## src/rtl/shadow_bank_settings.svh

```systemverilog
/* Bank geometry. The register map holds at most four SHADOW words below LOCK_STATUS,
   so SB_NUM_CHANNELS must stay at 4 or less and be a power of two */
`ifndef SHADOW_BANK_SETTINGS_SVH
`define SHADOW_BANK_SETTINGS_SVH

// Width of the staging and shadow words
`define SB_DATA_WIDTH 16

// Channels in the bank
`define SB_NUM_CHANNELS 4

// AXI byte address width
`define SB_ADDR_WIDTH 6

`endif

```

## src/rtl/shadow_bank_pkg.sv

```systemverilog
/* Types shared by the shadow bank. The channel index is sized from SB_NUM_CHANNELS
   and the bus data width is fixed at 32 bits */
`include "shadow_bank_settings.svh"

package shadow_bank_pkg;

    typedef logic [`SB_DATA_WIDTH-1:0] sb_data_t;
    typedef logic [$clog2(`SB_NUM_CHANNELS)-1:0] sb_chan_t;

    typedef logic [`SB_ADDR_WIDTH-1:0] axil_addr_t;
    typedef logic [31:0] axil_data_t;
    typedef logic [1:0] axil_resp_t;

    // AXI response codes
    localparam axil_resp_t OKAY = 2'b00;
    localparam axil_resp_t SLVERR = 2'b10;

    // One register write from the bus
    typedef struct packed {
        axil_addr_t addr;
        axil_data_t data;
    } reg_wr_req_t;

    typedef struct packed {
        axil_addr_t addr;
    } reg_rd_req_t;

    // Command into the lock pipeline
    typedef struct packed {
        sb_chan_t chan;
        sb_data_t data;
        logic capture;
        logic lock;
        logic unlock;
    } shadow_cmd_t;

    // Result of one applied command
    typedef struct packed {
        sb_chan_t chan;
        sb_data_t data;
        logic locked;
    } shadow_update_t;

    typedef enum logic [1:0] {
        WR_IDLE,
        WR_REQUEST,
        WR_RESPONSE
    } axil_wr_state_t;

endpackage

```

## src/rtl/axil_reg_port.sv

```systemverilog
/* AXI4-Lite slave with one write and one read in flight, no strobes or protection.
   AW and W are taken together, a lone AW or W waits without a handshake */
`timescale 1ns/100ps

module axil_reg_port (
    input  logic                         clk,
    input  logic                         rst_n,
    // Write address and data
    input  logic                         awvalid,
    output logic                         awready,
    input  shadow_bank_pkg::axil_addr_t  awaddr,
    input  logic                         wvalid,
    output logic                         wready,
    input  shadow_bank_pkg::axil_data_t  wdata,
    // Write response
    output logic                         bvalid,
    input  logic                         bready,
    output shadow_bank_pkg::axil_resp_t  bresp,
    // Read address and data
    input  logic                         arvalid,
    output logic                         arready,
    input  shadow_bank_pkg::axil_addr_t  araddr,
    output logic                         rvalid,
    input  logic                         rready,
    output shadow_bank_pkg::axil_data_t  rdata,
    output shadow_bank_pkg::axil_resp_t  rresp,
    // Register side
    output logic                         wr_req_valid,
    output shadow_bank_pkg::reg_wr_req_t wr_req,
    input  logic                         wr_ack,
    input  logic                         wr_err,
    output logic                         rd_req_valid,
    output shadow_bank_pkg::reg_rd_req_t rd_req,
    input  logic                         rd_ack,
    input  shadow_bank_pkg::axil_data_t  rd_data,
    input  logic                         rd_err
);
    import shadow_bank_pkg::*;

    axil_wr_state_t wr_state;
    axil_wr_state_t wr_state_next;
    logic port_en;
    logic wr_accept;
    logic rd_accept;
    logic rd_wait;
    logic rd_busy;

    // Bus side opens one cycle after reset release
    always_ff @(posedge clk or negedge rst_n) begin
        if (!rst_n) begin
            port_en <= 1'b0;
        end else begin
            port_en <= 1'b1;
        end
    end

    // Write handshake needs both AW and W present
    assign awready   = port_en && (wr_state == WR_IDLE) && awvalid && wvalid;
    assign wready    = awready;
    assign wr_accept = awready;

    assign wr_req_valid = (wr_state == WR_REQUEST);
    assign bvalid       = (wr_state == WR_RESPONSE);

    always_comb begin
        wr_state_next = wr_state;
        case (wr_state)
            WR_IDLE: begin
                if (wr_accept) begin
                    wr_state_next = WR_REQUEST;
                end
            end
            WR_REQUEST: begin
                // Held here while a CMD write waits for the pipeline
                if (wr_ack) begin
                    wr_state_next = WR_RESPONSE;
                end
            end
            WR_RESPONSE: begin
                if (bready) begin
                    wr_state_next = WR_IDLE;
                end
            end
            default: begin
                wr_state_next = WR_IDLE;
            end
        endcase
    end

    always_ff @(posedge clk or negedge rst_n) begin
        if (!rst_n) begin
            wr_state <= WR_IDLE;
        end else begin
            wr_state <= wr_state_next;
        end
    end

    always_ff @(posedge clk) begin
        if (wr_accept) begin
            wr_req.addr <= awaddr;
            wr_req.data <= wdata;
        end
        if (wr_req_valid && wr_ack) begin
            bresp <= wr_err ? SLVERR : OKAY;
        end
    end

    // Read path: request one cycle after AR, data the cycle after that
    assign rd_busy   = rd_req_valid || rd_wait || rvalid;
    assign arready   = port_en && !rd_busy;
    assign rd_accept = arvalid && arready;

    always_ff @(posedge clk or negedge rst_n) begin
        if (!rst_n) begin
            rd_req_valid <= 1'b0;
            rd_wait      <= 1'b0;
            rvalid       <= 1'b0;
        end else begin
            rd_req_valid <= rd_accept;
            rd_wait      <= rd_req_valid;
            if (rd_ack) begin
                rvalid <= 1'b1;
            end else if (rvalid && rready) begin
                rvalid <= 1'b0;
            end
        end
    end

    always_ff @(posedge clk) begin
        if (rd_accept) begin
            rd_req.addr <= araddr;
        end
        if (rd_ack) begin
            rdata <= rd_data;
            rresp <= rd_err ? SLVERR : OKAY;
        end
    end

endmodule

```

## src/rtl/shadow_regs.sv

```systemverilog
/* Register map of the bank. SHADOW words start at 0x10 and must end at or below 0x20;
   a CMD write is held until the pipeline takes it */
`timescale 1ns/100ps
`include "shadow_bank_settings.svh"

module shadow_regs (
    input  logic                                                 clk,
    input  logic                                                 rst_n,
    input  logic                                                 wr_req_valid,
    input  shadow_bank_pkg::reg_wr_req_t                         wr_req,
    output logic                                                 wr_ack,
    output logic                                                 wr_err,
    input  logic                                                 rd_req_valid,
    input  shadow_bank_pkg::reg_rd_req_t                         rd_req,
    output logic                                                 rd_ack,
    output shadow_bank_pkg::axil_data_t                          rd_data,
    output logic                                                 rd_err,
    output logic                                                 cmd_valid,
    output shadow_bank_pkg::shadow_cmd_t                         cmd,
    input  logic                                                 cmd_ready,
    input  shadow_bank_pkg::sb_data_t [`SB_NUM_CHANNELS-1:0]     shadow_values,
    input  logic [`SB_NUM_CHANNELS-1:0]                          locked
);
    import shadow_bank_pkg::*;

    localparam int CHAN_W = $bits(sb_chan_t);

    localparam axil_addr_t ADDR_STAGE_DATA  = axil_addr_t'('h00);
    localparam axil_addr_t ADDR_CMD         = axil_addr_t'('h04);
    localparam axil_addr_t ADDR_SHADOW_BASE = axil_addr_t'('h10);
    localparam axil_addr_t ADDR_SHADOW_END  = axil_addr_t'('h10 + 4 * `SB_NUM_CHANNELS);
    localparam axil_addr_t ADDR_LOCK_STATUS = axil_addr_t'('h20);

    sb_data_t stage_data;
    logic wr_is_stage;
    logic wr_is_cmd;
    axil_data_t rd_data_d;
    logic rd_err_d;

    function automatic logic is_shadow(axil_addr_t addr);
        return (addr >= ADDR_SHADOW_BASE) && (addr < ADDR_SHADOW_END) &&
               (addr[1:0] == 2'b00);
    endfunction

    function automatic sb_chan_t shadow_chan(axil_addr_t addr);
        axil_addr_t offset;
        offset = addr - ADDR_SHADOW_BASE;
        return offset[CHAN_W+1:2];
    endfunction

    // Write decode
    assign wr_is_stage = (wr_req.addr == ADDR_STAGE_DATA);
    assign wr_is_cmd   = (wr_req.addr == ADDR_CMD);

    assign cmd_valid = wr_req_valid && wr_is_cmd;
    // CMD is acknowledged together with the pipeline handshake
    assign wr_ack    = wr_req_valid && (!wr_is_cmd || cmd_ready);
    assign wr_err    = wr_req_valid && !wr_is_stage && !wr_is_cmd;

    // Command word: channel in 1:0, capture 4, lock 5, unlock 6
    assign cmd.chan    = wr_req.data[CHAN_W-1:0];
    assign cmd.data    = stage_data;
    assign cmd.capture = wr_req.data[4];
    assign cmd.lock    = wr_req.data[5];
    assign cmd.unlock  = wr_req.data[6];

    always_ff @(posedge clk or negedge rst_n) begin
        if (!rst_n) begin
            stage_data <= '0;
        end else if (wr_req_valid && wr_is_stage) begin
            stage_data <= wr_req.data[`SB_DATA_WIDTH-1:0];
        end
    end

    // Readback mux
    always_comb begin
        rd_data_d = '0;
        rd_err_d  = 1'b0;
        if (rd_req.addr == ADDR_STAGE_DATA) begin
            rd_data_d[`SB_DATA_WIDTH-1:0] = stage_data;
        end else if (rd_req.addr == ADDR_CMD) begin
            // Write only, reads back as zero
            rd_data_d = '0;
        end else if (is_shadow(rd_req.addr)) begin
            rd_data_d[`SB_DATA_WIDTH-1:0] = shadow_values[shadow_chan(rd_req.addr)];
        end else if (rd_req.addr == ADDR_LOCK_STATUS) begin
            rd_data_d[`SB_NUM_CHANNELS-1:0] = locked;
        end else begin
            rd_err_d = 1'b1;
        end
    end

    always_ff @(posedge clk or negedge rst_n) begin
        if (!rst_n) begin
            rd_ack <= 1'b0;
        end else begin
            rd_ack <= rd_req_valid;
        end
    end

    always_ff @(posedge clk) begin
        if (rd_req_valid) begin
            rd_data <= rd_data_d;
            rd_err  <= rd_err_d;
        end
    end

endmodule

```

## src/rtl/shadow_lock_pipe.sv

```systemverilog
/* Three-stage command pipeline; shadow and lock state live only in stage 3.
   Holds up to three commands, a low update_ready stalls back to cmd_ready */
`timescale 1ns/100ps
`include "shadow_bank_settings.svh"

module shadow_lock_pipe (
    input  logic                                             clk,
    input  logic                                             rst_n,
    input  logic                                             cmd_valid,
    input  shadow_bank_pkg::shadow_cmd_t                     cmd,
    output logic                                             cmd_ready,
    output logic                                             update_valid,
    output shadow_bank_pkg::shadow_update_t                  update,
    input  logic                                             update_ready,
    output shadow_bank_pkg::sb_data_t [`SB_NUM_CHANNELS-1:0] shadow_values,
    output logic [`SB_NUM_CHANNELS-1:0]                      locked
);
    import shadow_bank_pkg::*;

    localparam int NUM_CH = `SB_NUM_CHANNELS;

    logic s1_valid;
    shadow_cmd_t s1_cmd;
    logic [NUM_CH-1:0] s1_onehot;

    logic s2_valid;
    sb_chan_t s2_chan;
    logic [NUM_CH-1:0] s2_en;
    sb_data_t s2_data;
    logic s2_capture;
    logic s2_lock_set;
    logic s2_lock_clr;

    logic s1_load;
    logic s2_load;
    logic s3_load;
    logic s2_free;
    logic s3_free;

    sb_data_t cur_shadow;
    sb_data_t new_data;
    logic cur_locked;
    logic new_locked;

    // A stage takes new data when empty or when its content moves on
    assign s3_free   = !update_valid || update_ready;
    assign s2_free   = !s2_valid || s3_free;
    assign cmd_ready = !s1_valid || s2_free;

    assign s1_load = cmd_valid && cmd_ready;
    assign s2_load = s1_valid && s2_free;
    assign s3_load = s2_valid && s3_free;

    always_ff @(posedge clk or negedge rst_n) begin
        if (!rst_n) begin
            s1_valid     <= 1'b0;
            s2_valid     <= 1'b0;
            update_valid <= 1'b0;
        end else begin
            if (cmd_ready) begin
                s1_valid <= cmd_valid;
            end
            if (s2_free) begin
                s2_valid <= s1_valid;
            end
            if (s3_free) begin
                update_valid <= s2_valid;
            end
        end
    end

    // Channel select for stage 2
    always_comb begin
        s1_onehot = '0;
        s1_onehot[s1_cmd.chan] = 1'b1;
    end

    // Current state of the addressed channel, then the command applied to it
    always_comb begin
        cur_shadow = shadow_values[s2_chan];
        cur_locked = |(s2_en & locked);
        new_data   = (s2_capture && !cur_locked) ? s2_data : cur_shadow;
        if (s2_lock_set) begin
            new_locked = 1'b1;
        end else if (s2_lock_clr) begin
            new_locked = 1'b0;
        end else begin
            new_locked = cur_locked;
        end
    end

    always_ff @(posedge clk) begin
        if (s1_load) begin
            s1_cmd <= cmd;
        end
        if (s2_load) begin
            s2_chan     <= s1_cmd.chan;
            s2_en       <= s1_onehot;
            s2_data     <= s1_cmd.data;
            s2_capture  <= s1_cmd.capture;
            // Lock with unlock resolves to hold
            s2_lock_set <= s1_cmd.lock && !s1_cmd.unlock;
            s2_lock_clr <= s1_cmd.unlock && !s1_cmd.lock;
        end
        if (s3_load) begin
            update.chan   <= s2_chan;
            update.data   <= new_data;
            update.locked <= new_locked;
        end
    end

    always_ff @(posedge clk or negedge rst_n) begin
        if (!rst_n) begin
            shadow_values <= '0;
            locked        <= '0;
        end else if (s3_load) begin
            for (int ch = 0; ch < NUM_CH; ch++) begin
                if (s2_en[ch]) begin
                    shadow_values[ch] <= new_data;
                    locked[ch]        <= new_locked;
                end
            end
        end
    end

endmodule

```

## src/rtl/shadow_bank_top.sv

```systemverilog
/* Shadow bank behind AXI4-Lite; update_ready back-pressure can hold off bvalid
   of a CMD write for as long as the stream stalls */
`timescale 1ns/100ps
`include "shadow_bank_settings.svh"

module shadow_bank_top (
    input  logic                            clk,
    input  logic                            rst_n,
    input  logic                            awvalid,
    output logic                            awready,
    input  shadow_bank_pkg::axil_addr_t     awaddr,
    input  logic                            wvalid,
    output logic                            wready,
    input  shadow_bank_pkg::axil_data_t     wdata,
    output logic                            bvalid,
    input  logic                            bready,
    output shadow_bank_pkg::axil_resp_t     bresp,
    input  logic                            arvalid,
    output logic                            arready,
    input  shadow_bank_pkg::axil_addr_t     araddr,
    output logic                            rvalid,
    input  logic                            rready,
    output shadow_bank_pkg::axil_data_t     rdata,
    output shadow_bank_pkg::axil_resp_t     rresp,
    output logic                            update_valid,
    output shadow_bank_pkg::shadow_update_t update,
    input  logic                            update_ready,
    output logic [`SB_NUM_CHANNELS-1:0]     locked
);
    import shadow_bank_pkg::*;

    logic wr_req_valid;
    reg_wr_req_t wr_req;
    logic wr_ack;
    logic wr_err;
    logic rd_req_valid;
    reg_rd_req_t rd_req;
    logic rd_ack;
    axil_data_t rd_data;
    logic rd_err;

    logic cmd_valid;
    shadow_cmd_t cmd;
    logic cmd_ready;
    sb_data_t [`SB_NUM_CHANNELS-1:0] shadow_values;

    axil_reg_port i_axil_reg_port (
        .clk, .rst_n,
        .awvalid, .awready, .awaddr, .wvalid, .wready, .wdata,
        .bvalid, .bready, .bresp,
        .arvalid, .arready, .araddr, .rvalid, .rready, .rdata, .rresp,
        .wr_req_valid, .wr_req, .wr_ack, .wr_err,
        .rd_req_valid, .rd_req, .rd_ack, .rd_data, .rd_err
    );

    shadow_regs i_shadow_regs (
        .clk, .rst_n,
        .wr_req_valid, .wr_req, .wr_ack, .wr_err,
        .rd_req_valid, .rd_req, .rd_ack, .rd_data, .rd_err,
        .cmd_valid, .cmd, .cmd_ready,
        .shadow_values, .locked
    );

    shadow_lock_pipe i_shadow_lock_pipe (
        .clk, .rst_n,
        .cmd_valid, .cmd, .cmd_ready,
        .update_valid, .update, .update_ready,
        .shadow_values, .locked
    );

endmodule

```

## config.mk

```make
export PLATFORM = sky130hd
export DESIGN_NAME = shadow_bank_top
export DESIGN_NICKNAME = d
export VERILOG_FILES = /design/src/rtl/shadow_bank_pkg.sv /design/src/rtl/axil_reg_port.sv /design/src/rtl/shadow_regs.sv /design/src/rtl/shadow_lock_pipe.sv /design/src/rtl/shadow_bank_top.sv
export VERILOG_INCLUDE_DIRS = /design/src /design/src/rtl
export SDC_FILE = /design/constraint.sdc
export NUM_CORES = 1
export LEC_CHECK = 0
export BUFFER_PORTS_ARGS = -buffer_cell sky130_fd_sc_hd__clkbuf_2
export CORE_MARGIN = 2
export CORE_UTILIZATION = 40
export CTS_CLUSTER_DIAMETER = 150
export DETAILED_ROUTE_END_ITERATION = 16
export PLACE_DENSITY = 0.65
export SYNTH_ARGS = -nofsm -noshare
export SYNTH_HDL_FRONTEND = slang
export SYNTH_SLANG_ARGS = --single-unit
```

## constraint.sdc

```tcl
create_clock -name clk -period 3.3 [get_ports clk]
set_clock_uncertainty 0.15 [all_clocks]
set_input_delay 0.99 -clock clk [delete_from_list [all_inputs] [get_ports clk]]
set_output_delay 0.99 -clock clk [all_outputs]
set_load 0.05 [all_outputs]
```

# Yosys cells after proc, flatten, opt, wreduce, memory -nomap -nowiden
# Cells that the tools add are included.
[totals] regBits=223 inputBits=52 output_inout_bits=65 wordCells=126
[classes] n_addsub=1 magnitude_cmp=6 eq_ne=8 mux=23 n_bitwise=1 n_reduce_logical=48
[op_table] operator="16-bit two-way mux" count=5
[op_table] operator="16-bit binary-select mux with 2-bit select" count=2
[op_table] operator="1-bit logical AND" count=21
[op_table] operator="6-bit by 3-bit == test with 1-bit output (second input constant)" count=2
[op_table] operator="6-bit zero test" count=2
[op_table] operator="12-bit two-way mux" count=1
[op_table] operator="2-bit two-way mux" count=5
[op_table] operator="1-bit zero test" count=9
[op_table] operator="2-bit by 3-bit less-than comparator with 1-bit output (second input constant)" count=3
[op_table] operator="4-bit two-way mux" count=2
[op_table] operator="2-bit AND reduction" count=4
[op_table] operator="6-bit == test (second input constant)" count=1
[op_table] operator="6-bit by 5-bit >= comparator with 1-bit output (second input constant)" count=1
[op_table] operator="1-bit logical OR" count=6
[op_table] operator="6-bit less-than comparator (second input constant)" count=1
[op_table] operator="1-bit two-way mux" count=6
[op_table] operator="2-bit case mux with 3 select lines" count=1
[op_table] operator="4-bit bitwise AND" count=1
[op_table] operator="2-bit zero test" count=2
[op_table] operator="2-bit != test (second input constant)" count=2
[op_table] operator="4-bit OR reduction" count=1
[op_table] operator="4-bit by 1-bit subtractor with 4-bit output (second input constant)" count=1
[op_table] operator="3-bit AND reduction" count=1
[op_table] operator="3-bit OR reduction" count=1
[op_table] operator="6 further kinds" count=6

# Logic depth before layout (Yosys ltp)
[depth] ltp_word=8 depth_mapped=6 mapped_depth_nobuf=3

# Hierarchy
# From an unflattened synthesis, not the netlist that was laid out.
[hier_totals] cells_unflattened=645 hier_area_um2=10582.6
[modules_own_cells] mod="shadow_lock_pipe" instances=1 cells_each=407 area_each_um2=5987.0 seq_area_each_um2=3728.6
[modules_own_cells] mod="axil_reg_port" instances=1 cells_each=102 area_each_um2=2625.0 seq_area_each_um2=2492.4
[modules_own_cells] mod="shadow_regs" instances=1 cells_each=136 area_each_um2=1970.6 seq_area_each_um2=935.9

# Worst setup path after synthesis
# Ideal clock, no wire load.
[synth_timing] path_kind="input port to output port" from="in wvalid" to="out wready" arrival_ns=3.124 required_ns=2.160 setup_slack_ns=-0.964 stages=3 n_path_buf=1 path_cell_list="nand4b_1 > nor2_1 > buf_4"
[synth_via] elab_chain_len=1
[synth_lines] item="from (decl)" line="shadow_bank_top.sv:12" text="input logic wvalid,"
[synth_lines] item="1-bit logical AND" line="axil_reg_port.sv:58" text="assign awready = port_en && (wr_state == WR_IDLE) && awvalid && wvalid;"
[synth_lines] item="to (decl)" line="shadow_bank_top.sv:13" text="output logic wready,"
# No other way between the ends.

# Worst setup path in the final report
[layout_timing] from="in wvalid" to="out awready"
[layout_via] elab_chain_len=1
[layout_lines] item="1-bit logical AND" line="axil_reg_port.sv:58"
[layout_lines] item="to (decl)" line="shadow_bank_top.sv:10" text="output logic awready,"
# No other way between the ends.

==> flow_metrics.env <==
export IMPL_status="finished clean"
export IMPL_slew_viol_final=0
export IMPL_worst_pin_slew_ns=1.11
export IMPL_grt_setup_unrepaired="no"
export IMPL_power_leakage_nw=3.77
export IMPL_drive_above_1_share_pct=29.0
export IMPL_nNetsFinal=740
export IMPL_rows=55
export IMPL_period_share_pct=88.1
export IMPL_mostFrequentLayoutCells="a31oi_1, edfxtp_1, dfrtp_1, clkbuf_2, mux4_2"
export IMPL_routabilityCongestion=0.791
export IMPL_drtPass1Iterations=7
export IMPL_cts_sinks=221
export IMPL_place_ws_ns=0.370
export IMPL_layout_cells_non_filler=991
export IMPL_totalWireLength_um=23100
export IMPL_via_per_inst=6.20
export IMPL_cp_arrival_ns=1.77
export IMPL_power_density_nw_per_um2=562
export IMPL_portBuffers=82
export IMPL_syn_avg_cell_area_um2=15.1
export IMPL_grt_antenna_before_repair=0
export IMPL_cts_hold_buf=0
export IMPL_antenna_cells=0
export IMPL_io_pins=117
export IMPL_cts_max_level=1
export IMPL_drv_cap=0
export IMPL_worstSetupEndpointType="primary output"
export IMPL_n_fill_cell=1900
export IMPL_seq_area_frac_synth_pct=67.8
export IMPL_setup_violations_final=0
export IMPL_worstHoldPathType="reg -> reg"
export IMPL_layout_commonest_cell="a31oi_1"
export IMPL_vias=6143
export IMPL_clock_latency_ns=0.52
export IMPL_postRouteAntennaNets=0
export IMPL_register_area_um2=6170
export IMPL_yosysWarnings=0
export IMPL_grt_max_degree=50
export IMPL_grt_remaining_overflow=0
export IMPL_cts_tree="yes"
export IMPL_fp_dieArea_um2=24000
export IMPL_cts_max_path_buffers=3
export IMPL_track_usage_pct=19.1
export IMPL_multi_input_area_um2=2640
export IMPL_syn_area_um2=9110
export IMPL_start_kind="primary input"
export IMPL_post_cts_buffers=0
export IMPL_synth_distinct_cells=38
export IMPL_initial_core_util_pct=40.5
export IMPL_layout_setup_ws_ns=0.392
export IMPL_total_power_mw=5.98
export IMPL_final_min_clock_period_ns=2.91
export IMPL_hold_viol=0
export IMPL_dp_hpwl_um=15100
export IMPL_drt_iter0_markers=773
export IMPL_cts_buffers=24
export IMPL_slew_headroom_pct=26.2
export IMPL_critPathRequiredTime_ns=2.16
export IMPL_area_growth_pct=17.0
export IMPL_post_drt_wl_per_cell_um=23.3
export IMPL_core_um2=22500
export IMPL_netlist_instances=604
export IMPL_cts_repair_resized=0
export IMPL_grt_pass1_wl_um=35600
export IMPL_cts_root_buffer="clkbuf_16"
export IMPL_tns_ns=0
export IMPL_drc=0
export IMPL_die_w_um=155
export IMPL_max_freq_ghz=0.344
export IMPL_ys_seq_elements=221
export IMPL_critPathKind="in -> out"
export IMPL_dp_cells=947
export IMPL_clkSlewWorstSetupHoldPaths_ns=0.06
export IMPL_peakVddDrop_v=0.000361
export IMPL_cp_max_fo=4
export IMPL_die_h_um=155
export IMPL_grt_pass1_vias=6315
## final timing paths
path,cells after the start,to,slack [ns],from
worst max-delay path,4,awready,0.39,wvalid
worst min-delay path,0,i_shadow_lock_pipe.s2_data[6],0.26,i_shadow_lock_pipe.s1_cmd[9]
worst max register to register,4,i_shadow_lock_pipe.shadow_values[29],0.59,i_shadow_lock_pipe.s2_en[2]
worst min register to register,0,i_shadow_lock_pipe.s2_data[6],0.26,i_shadow_lock_pipe.s1_cmd[9]
max in group asynchronous,2,i_shadow_lock_pipe.shadow_values[29],1.94,rst_n
min in group asynchronous,1,i_shadow_regs.stage_data[1],0.36,rst_n
## cell families after synthesis
logic type             after synthesis  share of synthesized area [%]
AO/OA/AOI/OAI                      177                           12.9
other                                2                         0.0825
AND/OR/NAND/NOR                     76                           4.84
buffers and inverters               76                           4.11
flip-flops                         221                           67.8
multiplexers                        52                           10.3
## final cells by class
cell class	count	share of cell area, %
tap	285	3.35
multi-input combinational	324	24.8
inverter	6	0.211
timing repair buffer	111	6.18
sequential	221	57.9
clock inverter	12	1.35
clock buffer	32	6.21
## through the flow
stage	hold slack [ns]	cell area, µm²	util (%)
after floorplan	0.250	9190	-
after global placement	0.250	9850	43.8
after detailed placement	0.255	9850	43.8
after CTS	0.258	10700	47.4
after global routing	0.260	10700	47.4
final	0.257	10700	47.4
## worst max-delay path: stages
cell	delay [ns]
clkbuf_2	0.08
nand4b_1	0.19
nor2_4	0.20
clkbuf_2	0.31
## sequential cells by signal, indices dropped and copies added, names as in the netlist, 2 cells and up
register	flops
i_shadow_lock_pipe.update	19
i_shadow_lock_pipe.s2_chan	2
i_shadow_lock_pipe.shadow_values	64
i_shadow_lock_pipe.s2_en	4
i_shadow_lock_pipe.s1_cmd	21
i_shadow_lock_pipe.locked	4
i_shadow_regs.rd_data	16
i_shadow_lock_pipe.s2_data	16
i_axil_reg_port.wr_req	22
i_axil_reg_port.rd_req	6
i_axil_reg_port.rdata	16
i_axil_reg_port.wr_state	2
i_shadow_regs.stage_data	16
## layer usage
metal | vias up | GRT usage [%] | routed length, µm | share of wire [%]
met5 | - | 0 | 0 | 0
met4 | 0 | 8.42 | 1070 | 4.6
met3 | 89 | 3.70 | 1930 | 8.4
met2 | 394 | 30.7 | 11100 | 48
met1 | 3093 | 25.6 | 8940 | 39
li1 | 2567 | - | - | -
## cells in the mapped netlist (all sizes together)
library cell | instances | area, µm²
o21ai | 5 | 25.0
a22oi | 2 | 25.0
mux2 | 16 | 180
inv | 6 | 22.5
mux4 | 32 | 721
a21o | 2 | 15.0
nand4b | 2 | 17.5
o22ai | 1 | 6.26
nor2b | 6 | 37.5
dfrtp | 93 | 2330
and3b | 1 | 8.76
o2bb2ai | 1 | 8.76
or4 | 2 | 20.0
o31ai | 16 | 120
nor2 | 6 | 22.5
nor4 | 2 | 27.5
conb | 2 | 7.51
and3 | 4 | 25.0
a31oi | 136 | 851
nand3b | 1 | 7.51
a22o | 14 | 123
nand2b | 4 | 25.0
clkbuf | 41 | 154
nor3 | 1 | 5.00
and2 | 4 | 25.0
nand4 | 16 | 100
buf | 29 | 198
nor4b | 2 | 23.8
edfxtp | 128 | 3840
nand3 | 1 | 5.00
nand2 | 24 | 90.1
mux2i | 4 | 40.0
## power by group
| group | total [mW] | leakage [nW] | switching, mW | internal (mW) |
|---|---|---|---|---|
| registers | 3.01 | 2.09 | 0.0316 | 2.97 |
| clock network | 2.73 | 0.396 | 1.08 | 1.65 |
| logic | 0.253 | 1.28 | 0.190 | 0.0622 |
No activity file was read; power rests on OpenSTA's default activity.
